`src/hw/idct_defs.svh`:
```
`ifndef IDCT_DEFS_SVH
`define IDCT_DEFS_SVH

`define IDCT_N 8
`define COEF_W 16
`define COS_W 12
`define ACC_W 32

`define ROW_SHIFT 8
`define COL_SHIFT 16

`define OUT_CREDITS 4
`define OUT_DEPTH 8
// Wide enough to hold 0 up to OUT_DEPTH
`define SLOT_W $clog2(`OUT_DEPTH + 1)

`endif

```
`src/hw/idct_pkg.sv`:
```
`include "idct_defs.svh"

package idct_pkg;

	typedef enum logic {ROW = 1'b0, COL = 1'b1} pass_t;

	typedef struct packed {
		pass_t pass;
		logic [2:0] i;
		logic [2:0] j;
		logic [2:0] k;
		logic first;
		logic last;
	} idct_term_t;

	typedef struct packed {
		logic signed [`ACC_W-1:0] data;
		logic signed [`COS_W-1:0] cos;
		pass_t pass;
		logic [2:0] i;
		logic [2:0] j;
		logic first;
		logic last;
	} idct_operand_t;

	typedef struct packed {
		pass_t pass;
		logic [2:0] i;
		logic [2:0] j;
		logic signed [`ACC_W-1:0] value;
	} idct_result_t;

endpackage

```
`src/hw/idct_block_mem.sv`:
```
`timescale 1ns/100ps

`include "idct_defs.svh"

module idct_block_mem
	import idct_pkg::*;
(
	input  logic Clock,
	input  logic Resetn,
	input  logic load_we,
	input  logic [5:0] load_addr,
	input  logic signed [`COEF_W-1:0] in_data,
	input  idct_term_t term,
	input  logic term_valid,
	input  idct_result_t result,
	input  logic result_valid,
	output idct_operand_t operand,
	output logic operand_valid
);

	logic signed [`COEF_W-1:0] s_mem [`IDCT_N * `IDCT_N]; // Input coefficients
	logic signed [`ACC_W-1:0] t_mem [`IDCT_N * `IDCT_N]; // Row pass results

	logic t_we;
	logic signed [`ACC_W-1:0] rd_data;

	assign t_we = result_valid && (result.pass == ROW);

	always_comb begin
		if (term.pass == ROW) begin
			rd_data = `ACC_W'(s_mem[{term.i, term.k}]); // S[i][k]
		end else begin
			rd_data = t_mem[{term.k, term.j}]; // T[k][j]
		end
	end

	always_ff @(posedge Clock) begin
		if (load_we) begin
			s_mem[load_addr] <= in_data;
		end
		if (t_we) begin
			t_mem[{result.i, result.j}] <= result.value;
		end
		if (term_valid) begin
			operand.data <= rd_data;
			operand.cos <= '0; // Filled from the rom at the mac
			operand.pass <= term.pass;
			operand.i <= term.i;
			operand.j <= term.j;
			operand.first <= term.first;
			operand.last <= term.last;
		end
	end

	always_ff @(posedge Clock or negedge Resetn) begin
		if (!Resetn) begin
			operand_valid <= 1'b0;
		end else begin
			operand_valid <= term_valid;
		end
	end

endmodule

```
`src/hw/idct_coef_rom.sv`:
```
`timescale 1ns/100ps

`include "idct_defs.svh"

module idct_coef_rom
	import idct_pkg::*;
(
	input  logic Clock,
	input  logic Resetn,
	input  idct_term_t term,
	output logic signed [`COS_W-1:0] cos_val
);

	logic [2:0] n;
	logic [4:0] m_raw;
	logic [4:0] m_fold;
	logic [4:0] m_mag;
	logic neg;
	logic [`COS_W-1:0] mag;
	logic signed [`COS_W-1:0] cos_next;

	always_comb begin
		n = (term.pass == ROW) ? term.j : term.i; // C[k][j] rows, C[k][i] columns
		m_raw = 5'({2'b00, n, 1'b1} * {3'b000, term.k}); // (2n+1)k mod 32
		m_fold = (m_raw > 5'd16) ? 5'd0 - m_raw : m_raw;
		neg = (m_fold > 5'd8);
		m_mag = neg ? 5'd16 - m_fold : m_fold;
		case (m_mag)
			5'd1: mag = `COS_W'd2008;
			5'd2: mag = `COS_W'd1892;
			5'd3: mag = `COS_W'd1702;
			5'd4: mag = `COS_W'd1448;
			5'd5: mag = `COS_W'd1137;
			5'd6: mag = `COS_W'd783;
			5'd7: mag = `COS_W'd399;
			default: mag = '0;
		endcase
		if (term.k == 3'd0) begin
			cos_next = `COS_W'sd1448; // DC row is flat
		end else begin
			cos_next = neg ? -$signed(mag) : $signed(mag);
		end
	end

	always_ff @(posedge Clock or negedge Resetn) begin
		if (!Resetn) begin
			cos_val <= '0;
		end else begin
			cos_val <= cos_next;
		end
	end

endmodule

```
`src/hw/idct_ctrl.sv`:
```
`timescale 1ns/100ps

`include "idct_defs.svh"

module idct_ctrl
	import idct_pkg::*;
(
	input  logic Clock,
	input  logic Resetn,
	input  logic in_valid,
	input  logic [`SLOT_W-1:0] free_slots,
	output logic in_ready,
	output logic load_we,
	output logic [5:0] load_addr,
	output idct_term_t term,
	output logic term_valid
);

	typedef enum logic [2:0] {
		S_LOAD,
		S_ROW,
		S_DRAIN_ROW,
		S_COL,
		S_DRAIN_COL
	} state_t;

	localparam logic [5:0] LOAD_LAST = 6'(`IDCT_N * `IDCT_N - 1);
	localparam logic [2:0] K_LAST = 3'(`IDCT_N - 1);
	localparam logic [1:0] DRAIN_LAST = 2'd2;
	localparam logic [`SLOT_W-1:0] GROUP_SLOTS = 2; // Group in flight plus the next one

	state_t state;
	logic [5:0] load_cnt;
	logic [8:0] term_cnt; // {i, j, k}
	logic [1:0] drain_cnt;
	logic col_stall;
	logic issue;
	idct_term_t next_term;

	assign in_ready = (state == S_LOAD);
	assign load_we = in_valid && in_ready;
	assign load_addr = load_cnt;

	assign col_stall = (term_cnt[2:0] == 3'd0) && (free_slots < GROUP_SLOTS);
	assign issue = (state == S_ROW) || ((state == S_COL) && !col_stall);

	always_comb begin
		next_term.pass = (state == S_COL) ? COL : ROW;
		next_term.i = term_cnt[8:6];
		next_term.j = term_cnt[5:3];
		next_term.k = term_cnt[2:0];
		next_term.first = (term_cnt[2:0] == 3'd0);
		next_term.last = (term_cnt[2:0] == K_LAST);
	end

	always_ff @(posedge Clock) begin
		if (issue) begin
			term <= next_term;
		end
	end

	always_ff @(posedge Clock or negedge Resetn) begin
		if (!Resetn) begin
			state <= S_LOAD;
			load_cnt <= '0;
			term_cnt <= '0;
			drain_cnt <= '0;
			term_valid <= 1'b0;
		end else begin
			term_valid <= issue;
			if (issue) begin
				term_cnt <= term_cnt + 9'd1; // Wraps to 0 at end of pass
			end
			case (state)
				S_LOAD: begin
					if (load_we) begin
						load_cnt <= load_cnt + 6'd1;
						if (load_cnt == LOAD_LAST) begin
							state <= S_ROW;
						end
					end
				end
				S_ROW, S_COL: begin
					if (issue && (&term_cnt)) begin
						state <= (state == S_ROW) ? S_DRAIN_ROW : S_DRAIN_COL;
					end
				end
				S_DRAIN_ROW, S_DRAIN_COL: begin
					if (drain_cnt == DRAIN_LAST) begin
						drain_cnt <= '0;
						state <= (state == S_DRAIN_ROW) ? S_COL : S_LOAD;
					end else begin
						drain_cnt <= drain_cnt + 2'd1;
					end
				end
				default: state <= S_LOAD;
			endcase
		end
	end

endmodule

```
`src/hw/idct_mac.sv`:
```
`timescale 1ns/100ps

`include "idct_defs.svh"

module idct_mac
	import idct_pkg::*;
(
	input  logic Clock,
	input  logic Resetn,
	input  idct_operand_t operand,
	input  logic operand_valid,
	input  logic signed [`COS_W-1:0] cos_val,
	output idct_result_t result,
	output logic result_valid
);

	idct_operand_t op;
	logic signed [`ACC_W-1:0] product;
	logic signed [`ACC_W-1:0] sum;
	logic signed [`ACC_W-1:0] acc;

	always_comb begin
		op = operand;
		op.cos = cos_val; // Rom cosine joins the data here
	end

	assign product = op.data * `ACC_W'(op.cos); // Keeps low 32 bits
	assign sum = op.first ? product : acc + product;

	always_ff @(posedge Clock) begin
		if (operand_valid) begin
			acc <= sum;
		end
		if (operand_valid && op.last) begin
			result.pass <= op.pass;
			result.i <= op.i;
			result.j <= op.j;
			result.value <= (op.pass == COL) ? sum >>> `COL_SHIFT : sum >>> `ROW_SHIFT;
		end
	end

	always_ff @(posedge Clock or negedge Resetn) begin
		if (!Resetn) begin
			result_valid <= 1'b0;
		end else begin
			result_valid <= operand_valid && op.last;
		end
	end

endmodule

```
`src/hw/idct_out_buf.sv`:
```
`timescale 1ns/100ps

`include "idct_defs.svh"

module idct_out_buf
	import idct_pkg::*;
#(
	parameter int CREDITS = `OUT_CREDITS
) (
	input  logic Clock,
	input  logic Resetn,
	input  idct_result_t result,
	input  logic result_valid,
	input  logic out_credit,
	output logic out_valid,
	output logic signed [`COEF_W-1:0] out_data,
	output logic [`SLOT_W-1:0] free_slots
);

	localparam int PTR_W = $clog2(`OUT_DEPTH);
	localparam int FILL_W = `SLOT_W;
	localparam int CNT_W = $clog2(CREDITS + 1);
	localparam logic [FILL_W-1:0] DEPTH = `OUT_DEPTH;

	logic signed [`COEF_W-1:0] fifo_mem [`OUT_DEPTH];
	logic [PTR_W-1:0] wr_ptr;
	logic [PTR_W-1:0] rd_ptr;
	logic [FILL_W-1:0] count;
	logic [CNT_W-1:0] credit_cnt;
	logic push;
	logic pop;

	assign push = result_valid && (result.pass == COL);
	assign pop = (count != '0) && (credit_cnt != '0);

	assign out_valid = pop;
	assign out_data = fifo_mem[rd_ptr];
	assign free_slots = DEPTH - count;

	always_ff @(posedge Clock) begin
		if (push) begin
			fifo_mem[wr_ptr] <= result.value[`COEF_W-1:0]; // Low 16 bits of R
		end
	end

	always_ff @(posedge Clock or negedge Resetn) begin
		if (!Resetn) begin
			wr_ptr <= '0;
			rd_ptr <= '0;
			count <= '0;
			credit_cnt <= CNT_W'(CREDITS);
		end else begin
			if (push) begin
				wr_ptr <= wr_ptr + 1'b1;
			end
			if (pop) begin
				rd_ptr <= rd_ptr + 1'b1;
			end
			count <= count + FILL_W'(push) - FILL_W'(pop);
			credit_cnt <= credit_cnt + CNT_W'(out_credit) - CNT_W'(pop);
		end
	end

endmodule

```
`src/hw/idct_top.sv`:
```
`timescale 1ns/100ps

`include "idct_defs.svh"

module idct_top
	import idct_pkg::*;
(
	input  logic Clock,
	input  logic Resetn,
	input  logic in_valid,
	input  logic signed [`COEF_W-1:0] in_data,
	output logic in_ready,
	output logic out_valid,
	output logic signed [`COEF_W-1:0] out_data,
	input  logic out_credit
);

	idct_term_t term;
	logic term_valid;
	logic load_we;
	logic [5:0] load_addr;
	logic [`SLOT_W-1:0] free_slots;
	logic signed [`COS_W-1:0] cos_val;
	idct_operand_t operand;
	logic operand_valid;
	idct_result_t result;
	logic result_valid;

	idct_ctrl i_ctrl (
		.Clock      (Clock),
		.Resetn     (Resetn),
		.in_valid   (in_valid),
		.free_slots (free_slots),
		.in_ready   (in_ready),
		.load_we    (load_we),
		.load_addr  (load_addr),
		.term       (term),
		.term_valid (term_valid)
	);

	idct_coef_rom i_coef_rom (
		.Clock   (Clock),
		.Resetn  (Resetn),
		.term    (term),
		.cos_val (cos_val)
	);

	idct_block_mem i_block_mem (
		.Clock         (Clock),
		.Resetn        (Resetn),
		.load_we       (load_we),
		.load_addr     (load_addr),
		.in_data       (in_data),
		.term          (term),
		.term_valid    (term_valid),
		.result        (result),
		.result_valid  (result_valid),
		.operand       (operand),
		.operand_valid (operand_valid)
	);

	idct_mac i_mac (
		.Clock         (Clock),
		.Resetn        (Resetn),
		.operand       (operand),
		.operand_valid (operand_valid),
		.cos_val       (cos_val),
		.result        (result),
		.result_valid  (result_valid)
	);

	idct_out_buf #(
		.CREDITS (`OUT_CREDITS)
	) i_out_buf (
		.Clock        (Clock),
		.Resetn       (Resetn),
		.result       (result),
		.result_valid (result_valid),
		.out_credit   (out_credit),
		.out_valid    (out_valid),
		.out_data     (out_data),
		.free_slots   (free_slots)
	);

endmodule
```
`config.mk`:
```
export PLATFORM = sky130hd
export DESIGN_NAME = idct_top
export DESIGN_NICKNAME = d
export VERILOG_FILES = /design/src/hw/idct_pkg.sv /design/src/hw/idct_block_mem.sv /design/src/hw/idct_coef_rom.sv /design/src/hw/idct_ctrl.sv /design/src/hw/idct_mac.sv /design/src/hw/idct_out_buf.sv /design/src/hw/idct_top.sv
export VERILOG_INCLUDE_DIRS = /design/src /design/src/hw
export SDC_FILE = /design/constraint.sdc
export NUM_CORES = 2
export LEC_CHECK = 0
export BUFFER_PORTS_ARGS = -buffer_cell sky130_fd_sc_hd__clkbuf_2
export CAP_MARGIN = 20
export CORE_MARGIN = 4
export CORE_UTILIZATION = 50
export CTS_CLUSTER_DIAMETER = 120
export DETAILED_ROUTE_END_ITERATION = 7
export PLACE_DENSITY = 0.76
export SLEW_MARGIN = 40
export SYNTH_ARGS = -nofsm -noshare
export SYNTH_HDL_FRONTEND = slang
export SYNTH_SLANG_ARGS = --single-unit
```
`constraint.sdc`:
```
create_clock -name Clock -period 7.15 [get_ports Clock]
set_input_delay 0.3575 -clock Clock [delete_from_list [all_inputs] [get_ports Clock]]
set_output_delay 0.3575 -clock Clock [all_outputs]
set_load 0.02 [all_outputs]
```
==> reports/results.tsv <==
stage	metric	value	unit
clock_network	clk_latency	0.96	ns
synthesis	syn_area	120000	sq um
power	switchingPower	6470	uW
global_routing	antenna_found_initial	26	
floorplan	die_w	498	um
synthesis	postSynthAreaPerCell	20.7	sq um
timing	worst_slack	-0.216	ns
drt	drt_wl_total	304	mm
timing	grt_setup_unrepaired	true	
clock_network	clkTransAtPathRegs	0.06	ns
worst_hold_path	hold_class	primary input to asynchronous set/reset pin	
clock_network	cts_max_path_buffers	4	
global_routing	grt_usage	24.6	%
placement	dp_hpwl	161	mm
final_layout	final_cell_mix	2,796 x edfxtp_1, 875 x mux4_2, 341 x buf_4	
power	seqPwrFrac	54.3	%
clock_network	cts_sinks	2853	
floorplan	die-area	248000	sq um
global_routing	grt_max_degree	113	
power	p_sw_share	19.3	%
drt	wire_per_inst	31.5	um
timing	skew	0.0733	ns
final_layout	fin_util	57.4	%
final_layout	instances_no_fill	9664	
drt	drc	0	
timing	finalCritPeriodShare	103	%
timing	post-route-min-period	7.37	ns
drt	viasPerCell	6.31	
synthesis	synth-seq-cells	2853	
timing	max_clock_freq	0.136	GHz
synthesis	yosys-top-cells-area	edfxtp_1 70%, mux4_2 16%, fa_1 4.0%, ha_1 1.3%, inv_1 1.0%	
synthesis	ys_seq_area_share	71.0	%
power	power_frac_clock	45.3	%
setup_path	path_common_cell	fa_1	
floorplan	top_level_ports	38	
final_layout	nNetsFinal	6658	
final_layout	final_common_cell	edfxtp_1	
placement	dp_slack	-0.538	ns
synthesis	synthArstFlopShare	1.68	%
timing	finalHoldViolations	0	
power	p_per_area	245	nW/um^2
synthesis	synthCells	5817	
timing	slew_headroom	38.9	%
floorplan	start_util	50.4	%
clock_network	clockRootBuffer	clkbuf_16	
timing	finalSetupViolations	16	
synthesis	syn_nets	6201	
clock_network	cts_tree	yes	
placement	place_congestion	0.841	
final_layout	drive_above_1_share	30.4	%
setup_path	required	7.82	ns
drt	drtPass1Iterations	6	
setup_path	reg2reg_slack	-0.22	ns
global_routing	gr-total-overflow	0	
power	p_int	27000	uW
setup_path	worstRegToRegCells	28	
final_layout	finalInstanceArea	137000	sq um
placement	placement.cell_area	127000	sq um
drt	antenna_left	0	
synthesis	synth_top_area_share	69.9	%
outcome	outcome	complete, but fails checks	
global_routing	grt_pass1_vias	63000	
synthesis	synth_edf_count	2796	
setup_path	critPathLaunchType	flop	
final_layout	area_delta_synth_final	13.9	%
global_routing	grt_pass1_wl	446	mm
run	maxCapViolCount	0	
clock_network	cts_buffers	300	
clock_network	htreeDepth	5	
floorplan	core	239000	sq um
synthesis	yosys.area.top_type	edfxtp_1	
timing	drv_slew	0	
setup_path	r2r_start	i_block_mem.operand[25]$_DFFE_PP_	
setup_path	slowest_stage	fa_1	
power	peakVddDrop	0.000298	V
power	total_leakage_power	0.0448	uW
synthesis	yosys_warnings	0	
timing	worstMarginPinSlew	0.917	ns
drt	vias	61000	
placement	port_buffers	37	
setup_path	cp_max_fo	8	
power	p_comb_share	0.4	%
setup_path	criticalPathCategory	flop to flop	
setup_path	crit_path_end_kind	flop	
synthesis	yosys_most_used_dff	edfxtp_1	
setup_path	arrival	8.03	ns
setup_path	r2r-end	i_mac.result[16]$_DFFE_PP_	
synthesis	synthDistinctLibCells	76	
drt	drtIter0Drc	9148	
final_layout	n_fill_cell	16400	
setup_path	slowest_delay	0.55	ns
placement	dp_cells	9101	
power	power.total	33500	uW
outcome	violations	negative setup slack	
floorplan	rows	179	
floorplan	die_y	498	um
area by class of cell:
| class | instances | area, sq um | area share, % |
|---|---|---|---|
| multi-input combinational | 2345 | 33200 | 24.3 |
| inverter | 334 | 1250 | 0.916 |
| clock inverter | 137 | 1280 | 0.937 |
| antenna | 7 | 17.5 | 0.0128 |
| clock buffer | 381 | 8090 | 5.91 |
| timing repair buffer | 440 | 3700 | 2.71 |
| sequential | 2853 | 85400 | 62.4 |
| tap | 3167 | 3960 | 2.89 |
registers in the layout, summed over array words and instances, names as in the netlist, 4 cells and up, named ones only:
name / count
i_ctrl.term: 12
i_out_buf.count: 4
i_block_mem.t_mem: 1536
i_ctrl.term_cnt: 9
i_coef_rom.cos_val: 12
i_ctrl.load_addr: 6
i_mac.result: 31
i_block_mem.operand: 33
i_mac.acc: 32
i_out_buf.fifo_mem: 128
i_block_mem.s_mem: 1024
kinds of logic after synthesis:
family	after synthesis	synth area share [%]
compound gates	218	1.17
xor+xnor	105	0.789
fa+ha+maj	364	5.28
buf+inv	619	1.94
flops	2853	71.0
mux	955	17.1
simple gates	703	2.67
critical path: cells and delay by family (launching register included):
family | cells | cell delay (ns)
AO/OA/AOI/OAI | 6 | 1.56
XOR/XNOR | 2 | 0.29
adder cells (fa/ha/maj) | 7 | 3.20
buffers and inverters | 8 | 0.94
flip-flops | 1 | 0.42
multiplexers | 2 | 0.37
AND/OR/NAND/NOR | 3 | 0.35
Yosys cell counts, types with 4 or more instances:
cell	n
nand3_1	21
xnor2_1	71
or3b_2	9
buf_2	4
dfxtp_1	9
a21oi_1	72
nand4_1	6
nor2b_1	15
o31ai_1	4
nor2_1	207
o21bai_1	7
o21ai_1	4
nand2_1	278
edfxtp_1	2796
a31oi_1	9
mux2i_1	17
inv_1	333
nand3b_1	8
fa_1	239
ha_1	125
nand2b_1	25
o21a_1	8
a21o_1	27
buf_1	84
a211oi_1	6
o21ai_0	47
and3_1	9
nor3_1	15
clkbuf_1	195
mux4_2	875
or3_1	8
and2_1	84
dfrtp_1	47
xor2_1	32
mux2_2	62
per-stage QoR:
step	setup TNS [ns]	hold slack, ns
finish	-2.35	0.0557
CTS	-0.945	0.0145
detailed placement	-8.56	0.418
global route	-8.87	0.0956
global placement	-4.43	0.414
floorplan	0	0.0619
metal layers:
layer / GRT usage (%) / part of all wire [%] / wire [um]
met1: 34.0 / 36 / 109000
met2: 38.9 / 49 / 148000
met3: 5.49 / 12 / 35400
met4: 9.18 / 4.0 / 12100
met5: 0 / 0.043 / 131
repair_timing:
item / in CTS / in global routing
pin swaps: 44 / 54
cloned: 1 / 0
setup buffers: 13 / 17
hold buffers: 3 / 0
hold endpoints to repair: 53 / 0
setup endpoints to repair: 29 / 34
resized for setup: 50 / 69
power groups by stage:
| stage | sequential [uW] | clock, uW | combinational (uW) |
|---|---|---|---|
| after floorplan | 18500 | 0 | 25.3 |
| after global placement | 18500 | 0 | 125 |
| after detailed placement | 18500 | 0 | 139 |
| after CTS | 18200 | 15300 | 143 |
| after global routing | 18200 | 16100 | 159 |
| final | 18200 | 15200 | 144 |
worst max-delay path by stage:
stage | startpoint | slack, ns | cells after the start | to
finish | i_block_mem.operand[25]$_DFFE_PP_ | -0.22 | 28 | i_mac.result[16]$_DFFE_PP_
global route | i_block_mem.operand[25]$_DFFE_PP_ | -0.48 | 28 | i_mac.result[16]$_DFFE_PP_
CTS | i_coef_rom.cos_val[7]$_DFF_PN0_ | -0.10 | 30 | i_mac.result[18]$_DFFE_PP_
detailed placement | i_block_mem.operand[29]$_DFFE_PP_ | -0.54 | 28 | i_mac.result[17]$_DFFE_PP_
global placement | i_block_mem.operand[29]$_DFFE_PP_ | -0.29 | 28 | i_mac.result[22]$_DFFE_PP_
floorplan | i_coef_rom.cos_val[3]$_DFF_PN0_ | 0.02 | 31 | i_mac.result[15]$_DFFE_PP_
Power figures use the tool's default switching activity.
